File: src/fmaPkg.sv
package fmaPkg;

	// ------------------------------------------------------------------------
	// binary32 format
	// ------------------------------------------------------------------------
	localparam int FP_WID = 32;
	localparam int EXP_W = 8;
	localparam int FRAC_W = 23;
	// fraction plus the hidden bit
	localparam int MANT_W = 24;

	// product of two mantissas, binary point after bit 46
	localparam int PROD_W = 48;
	// product plus guard and sticky, binary point after bit 48
	localparam int ALIGN_W = 50;
	// one carry bit above the aligned operands
	localparam int SUM_W = 51;
	// signed working exponent, wide enough for product over/underflow
	localparam int WEXP_W = 10;

	localparam int EXP_BIAS = 127;
	// all ones exponent field, inf / nan
	localparam int EXP_MAX = 255;

	// round toward minus infinity
	localparam logic [2:0] RM_DOWN = 3'd3;

	// ------------------------------------------------------------------------
	// pipeline depths, counted in enabled clocks
	// ------------------------------------------------------------------------
	localparam int MUL_LAT = 2;
	localparam int ALIGN_LAT = 2;
	// decode + multiplier + aligner + adder
	localparam int FMA_LAT = 6;

	// half mantissa for the partial products
	localparam int PART_W = 12;
	// shift amount covers 0..ALIGN_W
	localparam int SHIFT_W = 6;

	// ------------------------------------------------------------------------
	// shared types
	// ------------------------------------------------------------------------
	typedef struct packed {
		logic zero;
		logic inf;
		logic nan;
		logic denorm;
	} fpClass_t;

	// exp is the effective exponent, 1 for a denormal or zero
	typedef struct packed {
		logic sign;
		logic [EXP_W-1:0] exp;
		logic [MANT_W-1:0] mant;
		fpClass_t cls;
	} fpOperand_t;

	// op: 0 add, 1 subtract
	typedef struct packed {
		logic op;
		logic [2:0] rm;
	} fmaCmd_t;

	typedef struct packed {
		logic sign;
		logic signed [WEXP_W-1:0] exp;
		logic [PROD_W-1:0] mant;
		// input nan or inf times zero
		logic productNan;
		logic productInf;
	} fmaProduct_t;

	typedef struct packed {
		logic [ALIGN_W-1:0] larger;
		logic [ALIGN_W-1:0] smaller;
		logic signed [WEXP_W-1:0] exp;
		// sign of the larger operand, op already folded into the addend
		logic sign;
		logic effSub;
		logic magEq;
		logic productNan;
		logic productInf;
		fpClass_t addendCls;
	} fmaAligned_t;

	typedef struct packed {
		logic zero;
		logic inf;
		logic nan;
		logic over;
		logic under;
	} fmaFlags_t;

	// value = (-1)^sign * mant * 2^(exp - 127 - 48)
	typedef struct packed {
		logic sign;
		logic signed [WEXP_W-1:0] exp;
		logic [SUM_W-1:0] mant;
	} fmaResult_t;

endpackage
File: src/fmaTop.sv
`timescale 1ns/1ps

module fmaTop import fmaPkg::*; (
	input logic clk,
	input logic reset,
	input logic ce,
	input logic inValid,
	input logic [FP_WID-1:0] a,
	input logic [FP_WID-1:0] b,
	input logic [FP_WID-1:0] c,
	input fmaCmd_t cmd,
	output fmaResult_t result,
	output fmaFlags_t flags,
	output logic outValid
);

	fpOperand_t decA;
	fpOperand_t decB;
	fpOperand_t decC;
	fpOperand_t addendDly;
	fmaProduct_t product;
	fmaAligned_t aligned;
	fmaCmd_t cmdAlign;
	fmaCmd_t cmdAdd;

	// ------------------------------------------------------------------------
	// clock 1, operand decode
	// ------------------------------------------------------------------------
	fmaDecode i_decA (.clk(clk), .ce(ce), .operand(a), .decoded(decA));
	fmaDecode i_decB (.clk(clk), .ce(ce), .operand(b), .decoded(decB));
	fmaDecode i_decC (.clk(clk), .ce(ce), .operand(c), .decoded(decC));

	// ------------------------------------------------------------------------
	// clocks 2-3, multiply, addend waits alongside
	// ------------------------------------------------------------------------
	fmaMultiplier i_mul (.clk(clk), .ce(ce), .opA(decA), .opB(decB), .product(product));

	fmaDelayLine #(.payload_t(fpOperand_t), .DEPTH(MUL_LAT)) i_addendDly (
		.clk(clk), .reset(reset), .ce(ce), .din(decC), .dout(addendDly)
	);

	// command tapped where the aligner and the adder need it
	fmaDelayLine #(.payload_t(fmaCmd_t), .DEPTH(MUL_LAT + 1)) i_cmdAlignDly (
		.clk(clk), .reset(reset), .ce(ce), .din(cmd), .dout(cmdAlign)
	);
	fmaDelayLine #(.payload_t(fmaCmd_t), .DEPTH(ALIGN_LAT)) i_cmdAddDly (
		.clk(clk), .reset(reset), .ce(ce), .din(cmdAlign), .dout(cmdAdd)
	);

	// ------------------------------------------------------------------------
	// clocks 4-5 align, clock 6 add
	// ------------------------------------------------------------------------
	fmaAligner i_align (
		.clk(clk), .ce(ce), .product(product), .addend(addendDly), .cmd(cmdAlign),
		.aligned(aligned)
	);

	fmaAdder i_add (
		.clk(clk), .ce(ce), .aligned(aligned), .cmd(cmdAdd), .result(result),
		.flags(flags)
	);

	// valid bit, the only state cleared by reset
	fmaDelayLine #(.payload_t(logic), .DEPTH(FMA_LAT), .CLEAR(1'b1)) i_validDly (
		.clk(clk), .reset(reset), .ce(ce), .din(inValid), .dout(outValid)
	);

endmodule

File: src/fmaAdder.sv
`timescale 1ns/1ps

module fmaAdder import fmaPkg::*; (
	input logic clk,
	input logic ce,
	input fmaAligned_t aligned,
	input fmaCmd_t cmd,
	output fmaResult_t result,
	output fmaFlags_t flags
);

	logic [SUM_W-1:0] sum;
	logic signed [WEXP_W-1:0] resExp;
	logic sumZero;
	logic anyNan;
	logic anyInf;
	logic infMinusInf;
	logic cancel;
	fmaResult_t nextResult;
	fmaFlags_t nextFlags;

	// ------------------------------------------------------------------------
	// magnitude add / subtract, smaller always comes off the larger
	// ------------------------------------------------------------------------
	assign sum = aligned.effSub ?
		SUM_W'(aligned.larger) - SUM_W'(aligned.smaller) :
		SUM_W'(aligned.larger) + SUM_W'(aligned.smaller);

	assign resExp = aligned.exp;
	assign sumZero = (sum == '0);

	// special cases
	assign infMinusInf = aligned.productInf & aligned.addendCls.inf & aligned.effSub;
	assign anyNan = aligned.productNan | aligned.addendCls.nan | infMinusInf;
	assign anyInf = aligned.productInf | aligned.addendCls.inf;
	// exact cancellation of two equal values, also two zeros of opposite sign
	assign cancel = aligned.effSub & aligned.magEq;

	always_comb begin
		nextResult = '0;
		nextFlags = '0;
		if (anyNan) begin
			// nan is a flag only, fields stay zero
			nextFlags.nan = 1'b1;
		end else if (anyInf) begin
			// aligner already made the infinity the larger operand
			nextFlags.inf = 1'b1;
			nextResult.sign = aligned.sign;
		end else begin
			// exact zero is negative only when rounding down,
			// zeros of equal sign keep that sign through aligned.sign
			nextResult.sign = cancel ? (cmd.rm == RM_DOWN) : aligned.sign;
			nextResult.exp = resExp;
			nextResult.mant = sum;
			nextFlags.zero = sumZero;
			// still unnormalized, the normalizer sorts out the carry bit
			nextFlags.over = resExp >= EXP_MAX;
			nextFlags.under = ~sumZero & (resExp <= 0);
		end
	end

	// ------------------------------------------------------------------------
	// output register
	// ------------------------------------------------------------------------
	always_ff @(posedge clk) begin
		if (ce) begin
			result <= nextResult;
			flags <= nextFlags;
		end
	end

endmodule

File: src/fmaAligner.sv
`timescale 1ns/1ps

module fmaAligner import fmaPkg::*; (
	input logic clk,
	input logic ce,
	input fmaProduct_t product,
	input fpOperand_t addend,
	input fmaCmd_t cmd,
	output fmaAligned_t aligned
);

	logic [ALIGN_W-1:0] prodAligned;
	logic [ALIGN_W-1:0] addAligned;
	logic signed [WEXP_W-1:0] addExp;
	logic signed [WEXP_W-1:0] expDiff;
	logic addSign;
	logic expGt;
	logic expEq;
	logic prodZero;
	logic prodLarger;
	logic [SHIFT_W-1:0] shiftAmt;
	fmaAligned_t stage1;
	logic [SHIFT_W-1:0] shift1;
	logic [ALIGN_W-1:0] shifted;
	logic [ALIGN_W-1:0] lostMask;
	logic sticky;

	// ------------------------------------------------------------------------
	// stage 1
	// compare magnitudes and pick the larger operand
	// ------------------------------------------------------------------------
	// both operands get a guard and a sticky bit at the bottom
	assign prodAligned = {product.mant, 2'b00};
	// addend moved up 23 so its point lines up with the product
	assign addAligned = ALIGN_W'({addend.mant, {FRAC_W+2{1'b0}}});
	assign addExp = WEXP_W'(addend.exp);
	// sign of the addend as it enters the sum
	assign addSign = addend.sign ^ cmd.op;

	assign expGt = product.exp > addExp;
	assign expEq = product.exp == addExp;
	assign prodZero = (product.mant == '0);

	always_comb begin
		// an infinity always counts as larger, so its sign becomes the result sign
		// zero mantissas lose the compare
		if (product.productInf) begin
			prodLarger = 1'b1;
		end else if (addend.cls.inf) begin
			prodLarger = 1'b0;
		end else if (addend.cls.zero) begin
			prodLarger = 1'b1;
		end else if (prodZero) begin
			prodLarger = 1'b0;
		end else begin
			prodLarger = expGt | (expEq & (prodAligned >= addAligned));
		end

		expDiff = prodLarger ? product.exp - addExp : addExp - product.exp;
		// negative only on an override, where the smaller one does not count
		if (expDiff < 0) begin
			shiftAmt = '0;
		end else if (expDiff > ALIGN_W) begin
			shiftAmt = SHIFT_W'(ALIGN_W);
		end else begin
			shiftAmt = SHIFT_W'(expDiff);
		end
	end

	always_ff @(posedge clk) begin
		if (ce) begin
			stage1.larger <= prodLarger ? prodAligned : addAligned;
			stage1.smaller <= prodLarger ? addAligned : prodAligned;
			stage1.exp <= prodLarger ? product.exp : addExp;
			stage1.sign <= prodLarger ? product.sign : addSign;
			stage1.effSub <= product.sign ^ addSign;
			// equal values, two zeros count as equal whatever the exponents
			stage1.magEq <= (expEq & (prodAligned == addAligned)) |
				(prodZero & (addAligned == '0));
			stage1.productNan <= product.productNan;
			stage1.productInf <= product.productInf;
			stage1.addendCls <= addend.cls;
			shift1 <= shiftAmt;
		end
	end

	// ------------------------------------------------------------------------
	// stage 2
	// right shift the smaller operand, fold lost bits into sticky
	// ------------------------------------------------------------------------
	assign shifted = stage1.smaller >> shift1;
	// ones under every bit position that falls off the bottom
	assign lostMask = ~({ALIGN_W{1'b1}} << shift1);
	assign sticky = |(stage1.smaller & lostMask);

	always_ff @(posedge clk) begin
		if (ce) begin
			aligned <= stage1;
			aligned.smaller <= {shifted[ALIGN_W-1:1], shifted[0] | sticky};
		end
	end

endmodule

File: src/fmaMultiplier.sv
`timescale 1ns/1ps

module fmaMultiplier import fmaPkg::*; (
	input logic clk,
	input logic ce,
	input fpOperand_t opA,
	input fpOperand_t opB,
	output fmaProduct_t product
);

	// ------------------------------------------------------------------------
	// stage 1
	// four 12x12 partial products, exponent sum, special classes
	// ------------------------------------------------------------------------
	logic [2*PART_W-1:0] p00;
	logic [2*PART_W-1:0] p01;
	logic [2*PART_W-1:0] p10;
	logic [2*PART_W-1:0] p11;
	logic signed [WEXP_W-1:0] expSum;
	logic signed [WEXP_W-1:0] exp1;
	logic sign1;
	logic nan1;
	logic inf1;
	logic zero1;
	logic [PROD_W-1:0] prodSum;

	// unbiased sum, can go negative for tiny products
	assign expSum = WEXP_W'(opA.exp) + WEXP_W'(opB.exp) - WEXP_W'(EXP_BIAS);

	always_ff @(posedge clk) begin
		if (ce) begin
			// low half x low half, up to high x high
			p00 <= opA.mant[PART_W-1:0] * opB.mant[PART_W-1:0];
			p01 <= opA.mant[MANT_W-1:PART_W] * opB.mant[PART_W-1:0];
			p10 <= opA.mant[PART_W-1:0] * opB.mant[MANT_W-1:PART_W];
			p11 <= opA.mant[MANT_W-1:PART_W] * opB.mant[MANT_W-1:PART_W];
			exp1 <= expSum;
			sign1 <= opA.sign ^ opB.sign;
			// nan in, or inf times zero
			nan1 <= opA.cls.nan | opB.cls.nan |
				(opA.cls.inf & opB.cls.zero) | (opB.cls.inf & opA.cls.zero);
			inf1 <= opA.cls.inf | opB.cls.inf;
			zero1 <= opA.cls.zero | opB.cls.zero;
		end
	end

	// ------------------------------------------------------------------------
	// stage 2
	// sum of the shifted partial products
	// ------------------------------------------------------------------------
	// outer products are disjoint so they simply concatenate,
	// cross products sit one half up
	assign prodSum = {p11, p00} +
		PROD_W'({p01, {PART_W{1'b0}}}) +
		PROD_W'({p10, {PART_W{1'b0}}});

	always_ff @(posedge clk) begin
		if (ce) begin
			product.sign <= sign1;
			// zero product gets exponent zero so the addend always wins
			product.exp <= zero1 ? '0 : exp1;
			product.mant <= prodSum;
			product.productNan <= nan1;
			product.productInf <= inf1;
		end
	end

endmodule

File: src/fmaDecode.sv
`timescale 1ns/1ps

module fmaDecode import fmaPkg::*; (
	input logic clk,
	input logic ce,
	input logic [FP_WID-1:0] operand,
	output fpOperand_t decoded
);

	logic sign;
	logic [EXP_W-1:0] expField;
	logic [FRAC_W-1:0] frac;
	logic expZero;
	logic expOnes;
	logic fracZero;
	fpOperand_t next;

	// raw field split
	assign sign = operand[FP_WID-1];
	assign expField = operand[FP_WID-2:FRAC_W];
	assign frac = operand[FRAC_W-1:0];

	assign expZero = (expField == '0);
	assign expOnes = (expField == EXP_W'(EXP_MAX));
	assign fracZero = (frac == '0);

	always_comb begin
		next.sign = sign;
		// a zero exponent field acts as exponent 1 without the hidden bit
		next.exp = expZero ? EXP_W'(1) : expField;
		next.mant = {~expZero, frac};
		// operand class
		next.cls.zero = expZero & fracZero;
		next.cls.denorm = expZero & ~fracZero;
		next.cls.inf = expOnes & fracZero;
		next.cls.nan = expOnes & ~fracZero;
	end

	// single register stage
	always_ff @(posedge clk) begin
		if (ce) begin
			decoded <= next;
		end
	end

endmodule

File: src/fmaDelayLine.sv
`timescale 1ns/1ps

module fmaDelayLine #(
	parameter type payload_t = logic,
	parameter int DEPTH = 1,
	// clear the chain on reset, only set for control bits
	parameter bit CLEAR = 1'b0
) (
	input logic clk,
	input logic reset,
	input logic ce,
	input payload_t din,
	output payload_t dout
);

	payload_t stages [DEPTH];

	always_ff @(posedge clk) begin
		if (CLEAR && reset) begin
			for (int i = 0; i < DEPTH; i++) begin
				stages[i] <= '0;
			end
		end else if (ce) begin
			stages[0] <= din;
			// shift towards the tap
			for (int i = 1; i < DEPTH; i++) begin
				stages[i] <= stages[i-1];
			end
		end
	end

	assign dout = stages[DEPTH-1];

endmodule

File: config.mk
export PLATFORM = sky130hd
export DESIGN_NAME = fmaTop
export DESIGN_NICKNAME = d
export VERILOG_FILES = /design/src/fmaPkg.sv /design/src/fmaTop.sv /design/src/fmaAdder.sv /design/src/fmaAligner.sv /design/src/fmaMultiplier.sv /design/src/fmaDecode.sv /design/src/fmaDelayLine.sv
export SDC_FILE = /design/constraint.sdc
export NUM_CORES = 2
export LEC_CHECK = 0
export BUFFER_PORTS_ARGS = -buffer_cell sky130_fd_sc_hd__buf_2
export CORE_MARGIN = 2
export CORE_UTILIZATION = 60
export DETAILED_ROUTE_END_ITERATION = 16
export PLACE_DENSITY = 0.79
export SLEW_MARGIN = 20
export SYNTH_ARGS = -nofsm -noshare
export SYNTH_HDL_FRONTEND = slang
export SYNTH_SLANG_ARGS = --single-unit
File: constraint.sdc
create_clock -name clk -period 6.3 [get_ports clk]
set_input_delay 1.26 -clock clk [delete_from_list [all_inputs] [get_ports clk]]
set_output_delay 1.26 -clock clk [all_outputs]
set_load 0.03 [all_outputs]
# Word-level counts from Yosys, hierarchy flattened
# Memories as Yosys holds them, arrays and structs flattened.
# Cells that the tools add are included.
# word_totals
regBits	587
ramBits	100
inputBits	104
memories	4
# mem_list
memory	words	width	rd	rd_ports_with_merged_regs	write_ports	line	text
i_addendDly.stages	2	37	2	0	2	fmaDelayLine.sv:16	payload_t stages [DEPTH];
i_cmdAlignDly.stages	3	4	3	0	3	fmaDelayLine.sv:16	
i_cmdAddDly.stages	2	4	2	0	2	fmaDelayLine.sv:16	
i_validDly.stages	6	1	6	0	6	fmaDelayLine.sv:16	
# op_classes
add_sub_neg	8
mul	4
magnitude_cmp	6
n_eq_ne	6
shifts	2
n_mux	27
bitwise	48
reduce_logical	12
# ops
op	n
two-way mux 49 bit	2
adder 48 x 36 -> 48 bit	2
multiplier 12 x 12 -> 24 bit	4
logical NOT 23 bit	3
adder 50 x 50 -> 51 bit	1
logical NOT 51 bit	1
two-way mux 51 bit	1
subtractor 50 x 50 -> 51 bit	1
AND 50 bit	1
greater-or-equal comparator 50 x 49 -> 1 bit	1
logical NOT 50 bit	1
inverter 50 bit	1
OR reduction 50 bit	1
left shift 50 x 6 -> 50 bit, first input constant	1
right shift 50 x 6 -> 50 bit	1
equality test 48 x 47 -> 1 bit	1
logical NOT 48 bit	1
equality test 8 bit, second input constant	3
logical NOT 8 bit	3
two-way mux 1 bit	21
AND 1 bit	19
OR 1 bit	17
equality test 10 x 9 -> 1 bit	1
greater-or-equal comparator 10 x 9 -> 1 bit, second input constant	1
15 further kinds	24

# Depth between registers and ports, before layout
# An unclocked memory read counts as a cell.
# depth
ltp_word	11
mapped_depth	26

# Modules after synthesis
# Synthesis repeated with hierarchy kept, for this count alone.
# unflattened
hier_cells	5205
hier_area_um2	54417.2
# by_module_without_submodules
module	n_inst	cells_each	area_each_um2	seq_area_each_um2
fmaMultiplier	1	2716	26237.7	5134.9
fmaAligner	1	1175	13196.4	7146.9
fmaAdder	1	967	7691.1	2011.9
fmaDecode	3	65	1297.5	1111.1
fmaDelayLine (i_addendDly)	1	111	2499.9	2222.1
fmaDelayLine (i_cmdAlignDly)	1	16	390.4	360.3
fmaDelayLine (i_cmdAddDly)	1	12	270.3	240.2
fmaDelayLine (i_validDly)	1	13	239.0	180.2

# Worst setup path after synthesis
# No wires, ideal clock.
# synth_path
kind	register to register
start	register i_align.aligned[20] (netlist name)
end	register i_add.flags[0] (netlist name)
setup_time_ps	264
t_arrival_ps	5480
required_ps	6036
setup_slack_ps	556
path_stages_with_launch	26
path_cell_list	edfxtp_1 > or4_1 > nor4_1 > inv_1 > nor2_1 > nand2_1 > nor4_1 > nand2_1 > nor2_1 > nor2_1 > xnor2_1 > ha_1 > clkbuf_1 > nand4_1 > nor4_1 > a221oi_1 > o21ai_0 > o2bb2ai_1 > a31o_1 > or3_4 > a2111oi_4 > nand4_1 > or4b_1 > nor4_2 > nand4_1 > nor3b_2
# synth_between
elab_chain_len	5
elab_cells_between_ends	6
classes_between	add/sub: 2; mux: 1; bitwise: 2; reduce/logical: 1
# synth_lines
element	line	text
adder 50 x 50 -> 51 bit or subtractor 50 x 50 -> 51 bit (tied branches)	fmaAdder.sv:27, fmaAdder.sv:26	
two-way mux 51 bit *	fmaAdder.sv:25	assign sum = aligned.effSub ?
logical NOT 51 bit *	fmaAdder.sv:30	assign sumZero = (sum == '0);
inverter 1 bit *	fmaAdder.sv:58	nextFlags.under = ~sumZero & (resExp <= 0);
AND 1 bit *	fmaAdder.sv:58	
# Mark *: on every way between the ends. The rest lies on a longest branch, timed or not.
# A chain may end at the register's enable or synchronous reset.

# Worst setup path after layout
# layout_path
start	register i_decA.decoded[9] (netlist bit)
end	register i_mul.p00[23], data pin
# layout_between
elab_chain_len	1
# layout_lines
element	line	text
from (decl)	fmaDecode.sv:7	output fpOperand_t decoded
from (signal assigned)	fmaDecode.sv:42	decoded <= next;
multiplier 12 x 12 -> 24 bit	fmaMultiplier.sv:33	p00 <= opA.mant[PART_W-1:0] * opB.mant[PART_W-1:0];
to (signal assigned)	fmaMultiplier.sv:33	
to (decl)	fmaMultiplier.sv:15	logic [2*PART_W-1:0] p00;
# No other way between the ends.

==> metrics.md <==
| Metric | Value |
|---|---|
| Status | finished, final reports clean |
| Full die area | 88870 um^2 |
| Worst Reg-to-Reg Cells | 21 |
| Reg-to-reg setup timing slack | ~0.31 ns |
| Worst-skew pair later-pin latency | 0.65 ns |
| Hold depth | 0 |
| Row cnt | 107 |
| Worst-path maximum fanout | 14 |
| Layout cells sized above 1 | approximately 10% |
| WL/cell | 19.20 um |
| Tightest Hold Check Type | flip-flop to flip-flop |
| Synthesized Nets | 5849 |
| I/O pin cnt | approximately 170 |
| TritonCTS Sinks | slightly below 700 |
| Sw frac | a little over two fifths |
| PortBufs | 171 |
| Max-Slew Margin vs Limit | between 30% and 40% |
| DRC | 0 |
| Global-route met2 utilization | about 46% |
| Core area | 85410 um^2 |
| Gpl congestion | ~0.96 |
| Syn_area_per_cell | approximately 10 um^2 |
| Worst Skew | around 0.038 ns |
| Number of max-cap violations | 0 |
| Period utilization | a little over nine tenths |
| Initial antenna violation count | 1 |
| Hold path start | i_cmdAlignDly.stages[0][5]$_DFFE_PP_ |
| Warnings from Yosys | 0 |
| Total GRT Usage | 27.54% |
| CTS tree | done |
| Main flop type after synthesis | edfxtp_1 |
| Sequential-to-total area share from yosys stat | 39.11% |
| Die W | 298.1 um |
| GRT Max-Usage Layer | met2 |
| Hold Path Sink | i_cmdAlignDly.stages[0][9]$_DFFE_PP_ |
| DRT Pass-1 Iters | 5 |
| Achievable clock frequency | ~170 MHz |
| DR vias | around 36k |
| Vias in the first global route | 36.17k |
| Reg2reg end | i_mul.p00[23]$_DFFE_PP_ |
| Hold slack | ~0.4 ns |
| Critical path class | flip-flop to flip-flop |
| Synth async-reset ratio | 0% |
| VDD IR max | 0.4616 mV |
| Cts-stage hold buffer count | 0 |
| RSZ-0062 raised after global routing | no |
| CTS Buf Count | 74 |
| Combinational power share | between 50% and 60% |
| Worst-case clock buffer depth | 3 |
| DIE HEIGHT | about 300 um |
| Critical path required time | between 6 and 7 ns |
| Initial DRC count | 2876 |
| Endpoints failing setup | 0 |
| GR Layer Usage met1 | 35.23% |
| Endpoint class of the critical path | flip-flop |
| Slew @ Worst Pin | approximately 0.92 ns |
| GR Layer Usage met3 | around 3.8% |
| Distinct cells, synth | 93 |
| Pwr Density | about 500 nW/um^2 |
| Final cell count without fillers | roughly 6.3k |
| Netlist Area Pre-Place | just over 50000 um^2 |
| EDFF count, synth | between 600 and 700 |
| Clock power frac | between 10% and 20% |
| First-pass GRT wire length | roughly 190000 um |
| Final Slew Violations | 0 |
| NumNets Final | 6029 |
| Clk slew on worst S/H paths | 0.07 ns |
| Yosys reg bits | between 600 and 700 |
| Crit path time final | between 5 and 6 ns |
| Seq pwr share | between 20 and 30% |
| Post-Syn Instances | between 4k and 5k |
| Routed Antenna Nets | 0 |
| Most frequent cells in the layout | inv_1, edfxtp_1, nand2_1 |
| Internal power | between 0.015 and 0.02 W |
| Starting Density | between 60% and 70% |
| Clk root buf | clkbuf_16 |
| GR Overflow Total | 0 |
| Placed Instances | ~6k |
| Net switching power | 0.01229 W |
| Vias per std cell | approximately 5.7 |
| Commonest non-fill, non-tap cell in the layout | inv_1 |
| Crit path launch type | flip-flop |
| Worst flop-to-flop path startpoint | i_decA.decoded[9]$_DFFE_PP_ |
| Hold Fails Final Rpt | 0 |
| Area Growth Syn to Fin | 10.12% |
| Largest net degree at the start of global routing | 162 |
| Leakage power | 25.11 nW |
| Final Power | about 0.029 W |
| WP data arrival | approximately 6.4 ns |
| H-Tree Depth | 3 |
| DP Wirelength | slightly above 90000 um |
| WL final | 121500 um |
-- power groups by stage --
stage | Clock [W] | Combinational [W] | Sequential [W]
final | 0.00416 | 0.0171 | 0.00735
after CTS | 0.00423 | 0.0168 | 0.00738
after global routing | 0.00439 | 0.0191 | 0.00744
after detailed placement | 0 | 0.0166 | 0.00747
after global placement | 0 | 0.0161 | 0.00742
after floorplan | 0 | 0.0124 | 0.00719
-- synth_stat cells (5+ instances only) --
library cell  count  area share (%)
and3_1           23            0.28
o31ai_1           7            0.10
or4_1             8            0.12
and4_1            6            0.10
or3_1             8           0.096
o41a_1            5            0.11
nand4_1          41            0.49
inv_1           698             5.0
mux2_2           38            0.82
a211oi_1         16            0.23
buf_1            16            0.12
o21bai_1         23            0.33
nor4_1           64            0.77
o21ai_1          38            0.37
nor2_1          330             2.4
o22ai_1          20            0.24
ha_1            371             8.9
o31a_1            6            0.10
or2_2             8           0.096
o21a_1           22            0.32
xor2_1           47            0.79
mux2i_1          41            0.79
a21oi_1         220             2.1
nor3_1           65            0.63
o211ai_1          8            0.12
nand2_1         600             4.3
nand3_1          46            0.44
mux4_2           28             1.2
fa_1            428              17
nor2b_1          36            0.43
xnor2_1         163             2.8
nor3b_1           5           0.072
clkbuf_1        200             1.4
nand2b_1         25            0.30
o21ai_0         133             1.3
a21o_1           71             1.0
and2_1          270             3.3
edfxtp_1        676              39
a31oi_1          29            0.35
a211o_1           8            0.14
o22a_1            6            0.10
-- per-layer routing --
| metal | part of all wire [%] | vias up |
|---|---|---|
| li1 | - | 16980 |
| met4 | 5.7 | 2 |
| met5 | 0.011 | - |
| met1 | 40 | 17440 |
| met3 | 5.9 | 289 |
| met2 | 48 | 1353 |
-- logic make-up after synthesis --
| group | Yosys count | share of synthesized area [%] |
|---|---|---|
| and+or+nand+nor | 1550 | 14.10 |
| xor gates and xnor gates | 210 | 3.544 |
| AOI/OAI and AO/OA | 683 | 8.279 |
| adders and majority gates | 800 | 25.47 |
| buffers and inverters | 920 | 6.663 |
| muxes | 107 | 2.830 |
| DFF | 676 | 39.11 |
-- through the flow --
step | setup WS (ns) | instance area [um^2] | util, % | TNS [ns]
final | 0.3051 | 57150 | 66.91 | 0
after global routing | 0.005576 | 57150 | 66.91 | 0
after CTS | 0.04578 | 56790 | 66.49 | 0
after detailed placement | -0.3147 | 54460 | 63.76 | -0.4164
after global placement | -0.2029 | 54460 | 63.76 | -0.2165
after floorplan | 0.5560 | 51900 | - | 0
-- worst max path at each step --
stage / endpoint / cells after the start / slack (ns) / start
CTS: i_add.flags[0]$_SDFFCE_PP0P_ / 25 / 0.05 / i_align.aligned[20]$_DFFE_PP_
global placement: i_add.flags[0]$_SDFFCE_PP0P_ / 25 / -0.20 / i_align.aligned[20]$_DFFE_PP_
global route: i_mul.p10[23]$_DFFE_PP_ / 23 / 0.006 / i_decB.decoded[20]$_DFFE_PP_
detailed placement: i_add.flags[0]$_SDFFCE_PP0P_ / 25 / -0.31 / i_align.aligned[20]$_DFFE_PP_
finish: i_mul.p00[23]$_DFFE_PP_ / 21 / 0.31 / i_decA.decoded[9]$_DFFE_PP_
floorplan: i_add.flags[0]$_SDFFCE_PP0P_ / 25 / 0.56 / i_align.aligned[20]$_DFFE_PP_
-- timing repair --
action / in CTS / in global routing
setup endpoints to repair: 2 / 9
setup buffers: 0 / 31
pin swaps: 1 / 2
resized for setup: 4 / 13
-- worst max-delay path, stage by stage (launching register included) --
cell      delay [ns]
edfxtp_1        0.50
buf_4           0.27
buf_4           0.18
and2_1          0.17
fa_1            0.53
inv_1           0.05
fa_1            0.47
inv_1           0.06
fa_1            0.50
fa_1            0.55
inv_1           0.06
fa_1            0.58
inv_1           0.06
ha_1            0.33
or2_2           0.28
a21oi_1         0.15
a31oi_1         0.08
a41oi_1         0.28
a21oi_1         0.13
a21o_1          0.19
a21oi_1         0.18
xnor2_1         0.10
-- final cells by class --
| cell class | instances | area, um^2 |
|---|---|---|
| Antenna cell | 1 | 2.502 |
| Clock buffer | 89 | 1929 |
| Clock inverter | 44 | 390.4 |
| Fill cell | 6313 | 28260 |
| Inverter | 702 | 2635 |
| Multi-Input combinational cell | 3350 | 28230 |
| Sequential cell | 676 | 20300 |
| Tap cell | 1144 | 1431 |
| Timing Repair Buffer | 322 | 2237 |
-- sequential cells by signal, indices dropped and copies added, names as in the netlist, 24 cells and up --
| register | cells |
|---|---|
| i_add.result | 62 |
| i_decA.decoded | 36 |
| i_decC.decoded | 36 |
| i_mul.p01 | 24 |
| i_decB.decoded | 36 |
| i_addendDly.stages | 72 |
| i_align.aligned | 115 |
| i_align.stage1 | 113 |
| i_mul.p11 | 24 |
| i_mul.product | 61 |
| i_mul.p10 | 24 |
| i_mul.p00 | 24 |
Power figures use the tool's default switching activity.
